**config.mk**
```make
export PLATFORM = sky130hd
export DESIGN_NAME = controlUnit
export DESIGN_NICKNAME = d
export VERILOG_FILES = /design/src/logic/controlPkg.sv /design/src/logic/instrDecoder.sv /design/src/logic/stateSequencer.sv /design/src/logic/controlWordGen.sv /design/src/logic/controlUnit.sv
export VERILOG_INCLUDE_DIRS = /design/src /design/src/logic
export SDC_FILE = /design/constraint.sdc
export NUM_CORES = 1
export LEC_CHECK = 0
export ABC_AREA = 1
export BUFFER_PORTS_ARGS = -buffer_cell sky130_fd_sc_hd__buf_2
export CORE_MARGIN = 2
export CORE_UTILIZATION = 48
export CTS_BUF_LIST = sky130_fd_sc_hd__clkbuf_4 sky130_fd_sc_hd__clkbuf_8
export CTS_CLUSTER_DIAMETER = 150
export DETAILED_ROUTE_END_ITERATION = 10
export PLACE_DENSITY = 0.7
export SLEW_MARGIN = 10
export SYNTH_ARGS = -nofsm -noshare
export SYNTH_HDL_FRONTEND = slang
export SYNTH_HIERARCHICAL = 1
export SYNTH_SLANG_ARGS = --single-unit
```
**constraint.sdc**
```tcl
create_clock -name clk -period 2.2 [get_ports clk]
set_input_delay 0.33 -clock clk [delete_from_list [all_inputs] [get_ports clk]]
set_output_delay 0.33 -clock clk [all_outputs]
set_load 0.1 [all_outputs]
```
**src/logic/control_params.svh**
```systemverilog
// field widths and opcode/funct codes of the multicycle controller
// pulled in by the package, the decoder, the top level and the testbench
`ifndef CONTROL_PARAMS_SVH
`define CONTROL_PARAMS_SVH

`define OPCODE_W 6
`define FUNCT_W 6

// encoding widths of the controller enums
`define STATE_W 5
`define CLASS_W 5
`define ALUOP_W 3
`define SHIFTOP_W 3
`define DSRC_W 4

`define OP_RTYPE 6'h00
`define OP_ADDI 6'h08
`define OP_ADDIU 6'h09

// R-type funct codes
`define F_ADD 6'h20
`define F_SUB 6'h22
`define F_AND 6'h24
`define F_SLT 6'h2a
`define F_SLL 6'h00
`define F_SRL 6'h02
`define F_SRA 6'h03
`define F_SLLV 6'h04
`define F_SRAV 6'h07
`define F_MFHI 6'h10
`define F_MFLO 6'h12
`define F_JR 6'h08
`define F_BREAK 6'h0d

`endif

```
**src/logic/controlPkg.sv**
```systemverilog
// state, class and control-word types shared by the controller stages
`include "control_params.svh"

package controlPkg;

    typedef enum logic [`STATE_W-1:0] {
        FETCH, FETCH2, IR_WAIT, DECODE, DISPATCH,
        ALU_EXEC, ALU_WRITE,
        IMM_EXEC, IMM_WRITE,
        SHIFT_EXEC, SHIFT_WRITE,
        SLT_WRITE, MOVE_HI, MOVE_LO, JUMP_REG, BREAK_TRAP,
        NO_OPCODE, WAIT_FINAL
    } stateT;

    typedef enum logic [`CLASS_W-1:0] {
        CLS_ADD, CLS_SUB, CLS_AND, CLS_SLT,
        CLS_SLL, CLS_SRL, CLS_SRA, CLS_SLLV, CLS_SRAV,
        CLS_MFHI, CLS_MFLO, CLS_JR, CLS_BREAK,
        CLS_ADDI, CLS_ADDIU, CLS_ILLEGAL
    } instrClassT;

    typedef enum logic [`ALUOP_W-1:0] {
        ALU_PASS = 3'd0,
        ALU_ADD = 3'd1,
        ALU_SUB = 3'd2,
        ALU_AND = 3'd3,
        ALU_SLT = 3'd7
    } aluOpT;

    typedef enum logic [`SHIFTOP_W-1:0] {
        SH_NONE = 3'd0,
        SH_LEFT = 3'd2,
        SH_RIGHT_LOGIC = 3'd3,
        SH_RIGHT_ARITH = 3'd4
    } shiftOpT;

    typedef enum logic [`DSRC_W-1:0] {
        DS_ALU_OUT = 4'd0,
        DS_LO = 4'd2,
        DS_HI = 4'd3,
        DS_SHIFTER = 4'd4,
        DS_LESS = 4'd5,
        DS_RESET_SP = 4'd10 // stack pointer init value
    } dataSrcT;

    typedef struct packed {
        logic pcWrite;
        logic regWrite;
        logic aluOutWrite;
        logic irWrite;
        logic shiftSource;
        logic shiftAmountSource;
        logic regFileRead;
        logic aWrite;
        logic bWrite;
        logic epcWrite;
        logic [1:0] muxA;
        logic [1:0] muxB;
        logic [1:0] exceptCode;
        logic [1:0] regDest;
        shiftOpT shiftOp;
        aluOpT aluOp;
        dataSrcT dataSource;
    } controlWordT;

endpackage

```
**src/logic/instrDecoder.sv**
```systemverilog
// maps opcode and funct onto an instruction class, purely combinational
// anything outside the supported set decodes as illegal
`include "control_params.svh"

module instrDecoder (
    input logic [`OPCODE_W-1:0] opcode,
    input logic [`FUNCT_W-1:0] funct,
    output controlPkg::instrClassT instrClass
);
    import controlPkg::*;

    always_comb begin
        instrClass = CLS_ILLEGAL;
        case (opcode)
            `OP_RTYPE: begin
                case (funct)
                    `F_ADD: instrClass = CLS_ADD;
                    `F_SUB: instrClass = CLS_SUB;
                    `F_AND: instrClass = CLS_AND;
                    `F_SLT: instrClass = CLS_SLT;
                    `F_SLL: instrClass = CLS_SLL;
                    `F_SRL: instrClass = CLS_SRL;
                    `F_SRA: instrClass = CLS_SRA;
                    `F_SLLV: instrClass = CLS_SLLV;
                    `F_SRAV: instrClass = CLS_SRAV;
                    `F_MFHI: instrClass = CLS_MFHI;
                    `F_MFLO: instrClass = CLS_MFLO;
                    `F_JR: instrClass = CLS_JR;
                    `F_BREAK: instrClass = CLS_BREAK;
                    default: instrClass = CLS_ILLEGAL; // unused funct traps too
                endcase
            end
            `OP_ADDI: instrClass = CLS_ADDI;
            `OP_ADDIU: instrClass = CLS_ADDIU;
            default: instrClass = CLS_ILLEGAL;
        endcase
    end

    // a known opcode always lands on some class, even with a bad funct
    aClassKnown: assert final ($isunknown(opcode) || !$isunknown(instrClass))
        else $error("instrClass unknown for opcode %h", opcode);

endmodule

```
**src/logic/stateSequencer.sv**
```systemverilog
// state register and next-state logic of the multicycle controller
// every instruction runs the fetch chain, dispatches on its class, then waits once
module stateSequencer (
    input logic clk,
    input logic reset,
    input controlPkg::instrClassT instrClass,
    output controlPkg::stateT state
);
    import controlPkg::*;

    stateT nextState;

    always_ff @(posedge clk) begin
        if (reset) begin
            state <= FETCH;
        end else begin
            state <= nextState;
        end
    end

    always_comb begin
        nextState = FETCH;
        case (state)
            FETCH: nextState = FETCH2;
            FETCH2: nextState = IR_WAIT;
            IR_WAIT: nextState = DECODE;
            DECODE: nextState = DISPATCH;
            DISPATCH: begin
                case (instrClass)
                    CLS_ADD, CLS_SUB, CLS_AND: nextState = ALU_EXEC;
                    CLS_ADDI, CLS_ADDIU: nextState = IMM_EXEC;
                    CLS_SLL, CLS_SRL, CLS_SRA,
                    CLS_SLLV, CLS_SRAV: nextState = SHIFT_EXEC;
                    CLS_SLT: nextState = SLT_WRITE;
                    CLS_MFHI: nextState = MOVE_HI;
                    CLS_MFLO: nextState = MOVE_LO;
                    CLS_JR: nextState = JUMP_REG;
                    CLS_BREAK: nextState = BREAK_TRAP;
                    default: nextState = NO_OPCODE;
                endcase
            end
            ALU_EXEC: nextState = ALU_WRITE;
            IMM_EXEC: nextState = IMM_WRITE;
            SHIFT_EXEC: nextState = SHIFT_WRITE;
            // single-cycle and write states all drain through the wait
            ALU_WRITE, IMM_WRITE, SHIFT_WRITE,
            SLT_WRITE, MOVE_HI, MOVE_LO,
            JUMP_REG, BREAK_TRAP, NO_OPCODE: nextState = WAIT_FINAL;
            WAIT_FINAL: nextState = FETCH;
            default: nextState = FETCH; // recover from a stray encoding
        endcase
    end

    aStateLegal: assert property (@(posedge clk) disable iff (reset)
        !$isunknown(state) && (state inside {[FETCH:WAIT_FINAL]}))
        else $error("illegal controller state %0d", state);

endmodule

```
**src/logic/controlWordGen.sv**
```systemverilog
// registers the datapath control word for the current controller state
// output lags the state by one cycle; reset forces the stack pointer setup word
module controlWordGen (
    input logic clk,
    input logic reset,
    input controlPkg::stateT state,
    input controlPkg::instrClassT instrClass,
    output controlPkg::controlWordT ctrl
);
    import controlPkg::*;

    localparam controlWordT RESET_WORD = '{
        regWrite: 1'b1,
        regDest: 2'd3,
        shiftOp: SH_NONE,
        aluOp: ALU_PASS,
        dataSource: DS_RESET_SP,
        default: '0
    };

    instrClassT classHeld;
    controlWordT word;
    logic immShift;

    // class captured as the sequencer leaves DISPATCH
    always_ff @(posedge clk) begin
        if (state == DISPATCH) begin
            classHeld <= instrClass;
        end
    end

    // sll/srl/sra take the amount from shamt, the v forms from a register
    assign immShift = (classHeld == CLS_SLL) || (classHeld == CLS_SRL)
        || (classHeld == CLS_SRA);

    always_comb begin
        word = '0;
        case (state)
            FETCH: begin
                word.pcWrite = 1'b1;
                word.muxB = 2'd1; // pc + 4
                word.aluOp = ALU_ADD;
            end
            FETCH2: word.pcWrite = 1'b1;
            IR_WAIT: word.irWrite = 1'b1;
            DECODE: begin
                word.aluOutWrite = 1'b1; // speculative branch target
                word.regFileRead = 1'b1;
                word.aWrite = 1'b1;
                word.bWrite = 1'b1;
                word.muxB = 2'd3;
                word.aluOp = ALU_ADD;
            end
            ALU_EXEC: begin
                word.aluOutWrite = 1'b1;
                word.muxA = 2'd1;
                case (classHeld)
                    CLS_SUB: word.aluOp = ALU_SUB;
                    CLS_AND: word.aluOp = ALU_AND;
                    default: word.aluOp = ALU_ADD;
                endcase
            end
            IMM_EXEC: begin
                word.aluOutWrite = 1'b1;
                word.muxA = 2'd1;
                word.muxB = 2'd2; // sign-extended immediate
                word.aluOp = ALU_ADD;
            end
            SHIFT_EXEC: begin
                word.shiftSource = immShift;
                word.shiftAmountSource = immShift;
                case (classHeld)
                    CLS_SLL, CLS_SLLV: word.shiftOp = SH_LEFT;
                    CLS_SRL: word.shiftOp = SH_RIGHT_LOGIC;
                    default: word.shiftOp = SH_RIGHT_ARITH;
                endcase
            end
            ALU_WRITE, IMM_WRITE, SHIFT_WRITE, MOVE_HI, MOVE_LO: begin
                word.regWrite = 1'b1;
                word.regDest = (state == IMM_WRITE) ? 2'd0 : 2'd1; // rt vs rd
                case (state)
                    SHIFT_WRITE: word.dataSource = DS_SHIFTER;
                    MOVE_HI: word.dataSource = DS_HI;
                    MOVE_LO: word.dataSource = DS_LO;
                    default: word.dataSource = DS_ALU_OUT;
                endcase
            end
            SLT_WRITE: begin
                word.regWrite = 1'b1;
                word.regDest = 2'd1;
                word.muxA = 2'd1;
                word.aluOp = ALU_SLT;
                word.dataSource = DS_LESS;
            end
            JUMP_REG: begin
                word.pcWrite = 1'b1;
                word.muxA = 2'd1;
            end
            BREAK_TRAP: begin
                word.muxB = 2'd1;
                word.aluOp = ALU_SUB; // pc - 4
            end
            NO_OPCODE: begin
                word.epcWrite = 1'b1;
                word.exceptCode = 2'd1;
            end
            default: word = '0; // DISPATCH and WAIT_FINAL idle the datapath
        endcase
    end

    always_ff @(posedge clk) begin
        if (reset) begin
            ctrl <= RESET_WORD;
        end else begin
            ctrl <= word;
        end
    end

    aNoWriteClash: assert property (@(posedge clk) disable iff (reset)
        !(ctrl.regWrite && ctrl.aluOutWrite))
        else $error("regWrite and aluOutWrite both high");

endmodule

```
**src/logic/controlUnit.sv**
```systemverilog
// multicycle controller top: decoder, sequencer and control word register
// the registered word is fanned out to one port per datapath control
`include "control_params.svh"

module controlUnit (
    input logic clk,
    input logic reset,
    input logic [`OPCODE_W-1:0] opcode,
    input logic [`FUNCT_W-1:0] funct,
    output logic pcWrite,
    output logic regWrite,
    output logic aluOutWrite,
    output logic irWrite,
    output logic shiftSource,
    output logic shiftAmountSource,
    output logic regFileRead,
    output logic aWrite,
    output logic bWrite,
    output logic epcWrite,
    output logic [1:0] muxA,
    output logic [1:0] muxB,
    output logic [1:0] exceptCode,
    output logic [1:0] regDest,
    output controlPkg::shiftOpT shiftOp,
    output controlPkg::aluOpT aluOp,
    output controlPkg::dataSrcT dataSource
);
    import controlPkg::*;

    instrClassT instrClass;
    stateT state;
    controlWordT ctrl;

    instrDecoder decoder (
        .opcode(opcode),
        .funct(funct),
        .instrClass(instrClass)
    );

    stateSequencer sequencer (
        .clk(clk),
        .reset(reset),
        .instrClass(instrClass),
        .state(state)
    );

    controlWordGen wordGen (
        .clk(clk),
        .reset(reset),
        .state(state),
        .instrClass(instrClass),
        .ctrl(ctrl)
    );

    assign pcWrite = ctrl.pcWrite;
    assign regWrite = ctrl.regWrite;
    assign aluOutWrite = ctrl.aluOutWrite;
    assign irWrite = ctrl.irWrite;
    assign shiftSource = ctrl.shiftSource;
    assign shiftAmountSource = ctrl.shiftAmountSource;
    assign regFileRead = ctrl.regFileRead;
    assign aWrite = ctrl.aWrite;
    assign bWrite = ctrl.bWrite;
    assign epcWrite = ctrl.epcWrite;
    assign muxA = ctrl.muxA;
    assign muxB = ctrl.muxB;
    assign exceptCode = ctrl.exceptCode;
    assign regDest = ctrl.regDest;
    assign shiftOp = ctrl.shiftOp;
    assign aluOp = ctrl.aluOp;
    assign dataSource = ctrl.dataSource;

endmodule

```
# --- After elaboration in Yosys (flattened, before gate mapping) ---
# Memory sizes are Yosys's and may differ from the RTL's.
# Index checks and enable logic that the tools add are counted.
word_totals:
  mem_count: 2
  romBits: 336
  register_bits: 37
  wordCells: 78
  inputBits: 14
op_classes:
  eq_ne: 24
  bitwise_logic: 1
  n_reduce_logical: 14
  muxes: 19
mem_list:
  columns: ["memory", "depth", "word_bits", "rd", "rd_ports_with_merged_regs", "wr", "line", "rtl"]
  rows:
  - ["(no name shown)", 64, 4, 1, 0, 0, "instrDecoder.sv:16", "case (funct)"]
  - ["(no name shown)", 16, 5, 1, 0, 0, "stateSequencer.sv:29", "case (instrClass)"]
op_table:
  columns: ["op", "count"]
  rows:
  - ["$pmux W5 S9", 1]
  - ["$eq A5 B3 Y1 const B", 8]
  - ["$eq A5 B4 Y1 const B", 8]
  - ["$eq A5 B2 Y1 const B", 3]
  - ["$pmux W5 S3", 1]
  - ["$eq A6 B4 Y1 const B", 2]
  - ["$pmux W3 S4", 1]
  - ["$eq A5 B1 Y1 const B", 2]
  - ["$pmux W3 S3", 1]
  - ["$reduce_or A3 Y1", 3]
  - ["$reduce_or A9 Y1", 1]
  - ["$mux W1", 8]
  - ["$pmux W2 S2", 2]
  - ["$pmux W4 S2", 1]
  - ["$logic_not A6 Y1", 1]
  - ["$pmux W2 S3", 1]
  - ["$pmux W3 S2", 1]
  - ["$reduce_or A2 Y1", 3]
  - ["$reduce_or A6 Y1", 1]
  - ["$eq A5 B5 Y1 const B", 1]
  - ["$logic_not A5 Y1", 1]
  - ["$mux W5", 1]
  - ["$reduce_or A5 Y1", 1]
  - ["$reduce_or A4 Y1", 1]
  - ["other kinds (3)", 4]

# --- Depth between registers and ports, before layout ---
# An unclocked memory read counts as a cell.
depth:
  word_depth: 5
  ltp_mapped: 16
  mapped_depth_nobuf: 16

# --- Modules after synthesis ---
# Netlist, hierarchy kept.
by_module_without_submodules:
  columns: ["mod", "instances", "cells_per_inst", "area_per_inst_um2", "seq_area_each_um2"]
  rows:
  - ["controlWordGen", 1, 125, 1017.2, 570.5]
  - ["stateSequencer", 1, 70, 390.4, 100.1]
  - ["instrDecoder", 1, 65, 304.0, 0.0]

# --- Worst setup path after synthesis ---
# Ideal clock, no wire load.
synth_timing:
  path_kind: "reg2out"
  start: "register, netlist name wordGen/ctrl[21]"
  end: "output aWrite"
  path_buffers: 1
  stages_incl_launch_ff: 2
  path_slack_ns: 0.496
  t_arrival_ns: 1.374
  cell_sequence: "dfxtp_1 -> buf_4"
synth_rtl:
  columns: ["element", "line", "rtl"]
  rows:
  - ["to (decl)", "controlUnit.sv:17", "output logic aWrite,"]

# --- Final worst setup path ---
layout_timing:
  start: "input funct[0]"
  end: "register sequencer.state[3]"
layout_between:
  elab_chain_cells: 5
layout_rtl:
  columns: ["element", "line", "rtl"]
  rows:
  - ["from (decl)", "controlUnit.sv:9", "input logic [`FUNCT_W-1:0] funct,"]
  - ["$mem_v2 Z64 W4", null, null]
  - ["$pmux W5 S3", "instrDecoder.sv:14", "case (opcode)"]
  - ["via instrClass[0]", "controlUnit.sv:30", "instrClassT instrClass;"]
  - ["$mem_v2 Z16 W5", null, null]
  - ["$mux W5", "stateSequencer.sv:29", null]
  - ["$pmux W5 S9", "stateSequencer.sv:23", "case (state)"]
  - ["to (signal assigned)", "stateSequencer.sv:17", "state <= nextState;"]
  - ["to (decl)", "stateSequencer.sv:7", "output controlPkg::stateT state"]
# The timed path passes the listed nets, and every way through them passes these cells.
# A chain may end at the register's enable or synchronous reset.

==> impl_results.md <==
* # port buffers at 39
* Yosys reg bits at 31
* CP Data Required Time at 2.41 ns
* GRT busiest layer: met2
* GR Overflow Total at 0
* Post-DP Area at 1910 um2
* First-pass GRT wire length at 5.78 mm
* Final hold violations at 0
* Clk pin slew, worst setup/hold paths at 0.10 ns
* Initial Util at 50.5%
* Largest net degree at the start of global routing at 17
* Share of cells above drive strength 1 at 19.4%
* Hold Path Class: input pin to flop
* # H-tree levels at 2
* Max FO, Critical Path at 5
* Design Power at 1.26 mW
* Post-CTS Resized at 0
* Critical Path Sink Type: flop
* Initial antenna violation count at 0
* Startpoint types: input pin
* Die W at 63.7 um
* CP dominant cell by count: nand2_1
* Slew Viols, Final at 0
* Post-route minimum period at 1.57 ns
* PD cells at 643 nW/um2
* Sequential cell area fraction in the yosys report at 39.2%
* Vias in the first global route at 1449
* Die ar. at 4060 um2
* Hold bufs inserted after CTS at 0
* DRC at 0
* DRT antenna net count at 0
* Number of CTS-inserted buffers at 5
* Filler Cells Inserted at 336
* Post-layout util at 58.0%
* Static leakage at 1.08 nW
* Status: complete, no violations
* Core Footprint at 3390 um2
* Drt pass-1 iters at 4
* Diodes inserted at 0
* Crit path kind: input pin to flop
* TNS Setup at 0 ns
* RSZ-0062 raised after global routing: no
* DRT Wirelength at 3.40 mm
* Cells after synthesis at 260
* CP arrival at 1.78 ns
* Dpl hpwl at 2.65 mm
* Setup violations, final at 0
* Total number of vias at 1659
* Clk root buf: clkbuf_4
* Fin crit share at 71.3%
* Largest stage delay on the critical path at 0.29 ns
* CP cell instances: buf_2 > inv_1 > ha_1 > inv_1 > nand2_1 > nor2_1 > nor2_1 > nand2_1 > nand2_1 > nand2_1 > nand2_1 > nand2_1 > nand3_1 > o21ai_0 > nor2_1 > nor2_1 > nor2_1
* Avg WL per Cell at 9.85 um
* VDD IR max at 199 uV
* DRT iter0 DRCs at 108
* CP max stage cell: ha_1
* # clock sinks at 31
* Yosys warnings at 6
* Post-synth cell types at 23
* GR Layer Usage met2 at 30.9%
* Post-CTS Setup Bufs at 0
* Skew final at 0.0165 ns
* Avg Synthesized Cell Area at 6.58 um2
* CTS tree: done
* Min Hold Slack at 0.294 ns
* Netlist Area Pre-Place at 1710 um2
* IO Pins at 42
* FP Rows at 21
* Grt met1 use at 21.0%
* Final Cell Area at 1970 um2
* Clock latency on the worst-skew pair at 0.32 ns
* Die Ht at 63.7 um
* Vias/cell at 4.81
* Gr usage total at 17.9%
* GP Congestion at 0.967
* Fmax at 0.637 GHz
* Max Cap Viol at 0
* Met3 Use GR at 4.29%
* Final net count at 317
* Clock Path Buffers at 2
* Layout area overhead at 14.9%
==> path summary, 6_finish.rpt <==
check | from | end | slack (ns) | depth (start not counted)
setup / recovery | funct[0] | sequencer/state[3] | 0.63 | 17
hold / removal | reset | wordGen/ctrl[11] | 0.29 | 1
setup reg to reg | sequencer/state[1] | wordGen/classHeld[2] | 0.63 | 3
hold reg to reg | wordGen/classHeld[0] | wordGen/ctrl[22] | 0.48 | 1
==> sequential cells by signal, summed over array words and instances, names as in the netlist <==
signal,count
wordGen/classHeld,5
sequencer/state,5
wordGen/ctrl,21
==> logic make-up after synthesis <==
| kind of cell | after synthesis | share of synthesized area (%) |
|---|---|---|
| compound gates | 22 | 6.65 |
| fa+ha+maj | 4 | 2.92 |
| buf+inv | 48 | 12.4 |
| flops | 31 | 39.2 |
| other cells | 2 | 0.439 |
| simple gates | 153 | 38.4 |
==> per-stage QoR <==
step           std cells  worst slack, ns
2_1_floorplan        261            0.496
3_3_place_gp         338            0.274
3_5_place_dp         338            0.288
4_1_cts              345            0.644
5_1_grt              345            0.429
6_report             345            0.630
==> layer usage <==
metal	vias to the layer above	part of all wire (%)	wire length (um)
met2	40	47	1610
met3	4	4.0	136
met5	-	0	0
met1	731	47	1600
met4	0	1.4	46
li1	884	-	-
==> critical path, delay by kind of cell <==
family                     cells  cell delay [ns]
AOI/OAI and AO/OA              1             0.08
buffers and inverters          3             0.24
adders and majority gates      1             0.29
and+or+nand+nor               12             0.83
==> synthesized netlist by cell type (all sizes together) <==
cell / n / area, um2
buf: 9 / 65.1
nand3: 29 / 158
nand4: 4 / 25.0
nor3: 2 / 10.0
edfxtp: 5 / 150
nor4: 2 / 12.5
dfxtp: 26 / 521
conb: 2 / 7.51
inv: 37 / 139
nand2: 68 / 255
o21ai: 8 / 40.0
clkinv: 2 / 7.51
nor2: 47 / 191
a21oi: 14 / 73.8
and2: 1 / 6.26
ha: 4 / 50.1
==> report_power, final <==
| part | switching [mW] | leakage [nW] | internal, mW | total (mW) |
|---|---|---|---|---|
| Combinational | 0.261 | 0.788 | 0.0673 | 0.328 |
| Clock | 0.174 | 0.0341 | 0.148 | 0.322 |
| Sequential | 0.0161 | 0.260 | 0.598 | 0.614 |
| Total | 0.451 | 1.08 | 0.813 | 1.26 |
==> layout by cell type (no fill, tap or decap) <==
cell type and instances:
nand2_1 68, nor2_1 43, buf_2 39, inv_1 32
nand3_1 28, dfxtp_1 26, a21oi_1 13, o21ai_0 6
clkbuf_4 5, inv_2 5, edfxtp_1 5, nand4_1 4
ha_1 4, conb_1 3, nor2_2 3, o21ai_1 2
clkinv_1 2, nor3_1 2, nor4_1 2, clkinv_2 1
clkbuf_8 1, buf_4 1, nor2_4 1, and2_1 1
a21oi_2 1, nand3_4 1
==> cell type report <==
cell class	count	area [um2]	area share, %
Multi-Input combinational cell	182	833	42.4
Sequential cell	31	671	34.1
Timing Repair Buffer	40	203	10.3
Inverter	39	146	7.44
Tap cell	46	57.6	2.93
Clock buffer	6	51.3	2.61
Clock inverter	1	5.00	0.254
Power figures use the tool's default switching activity.
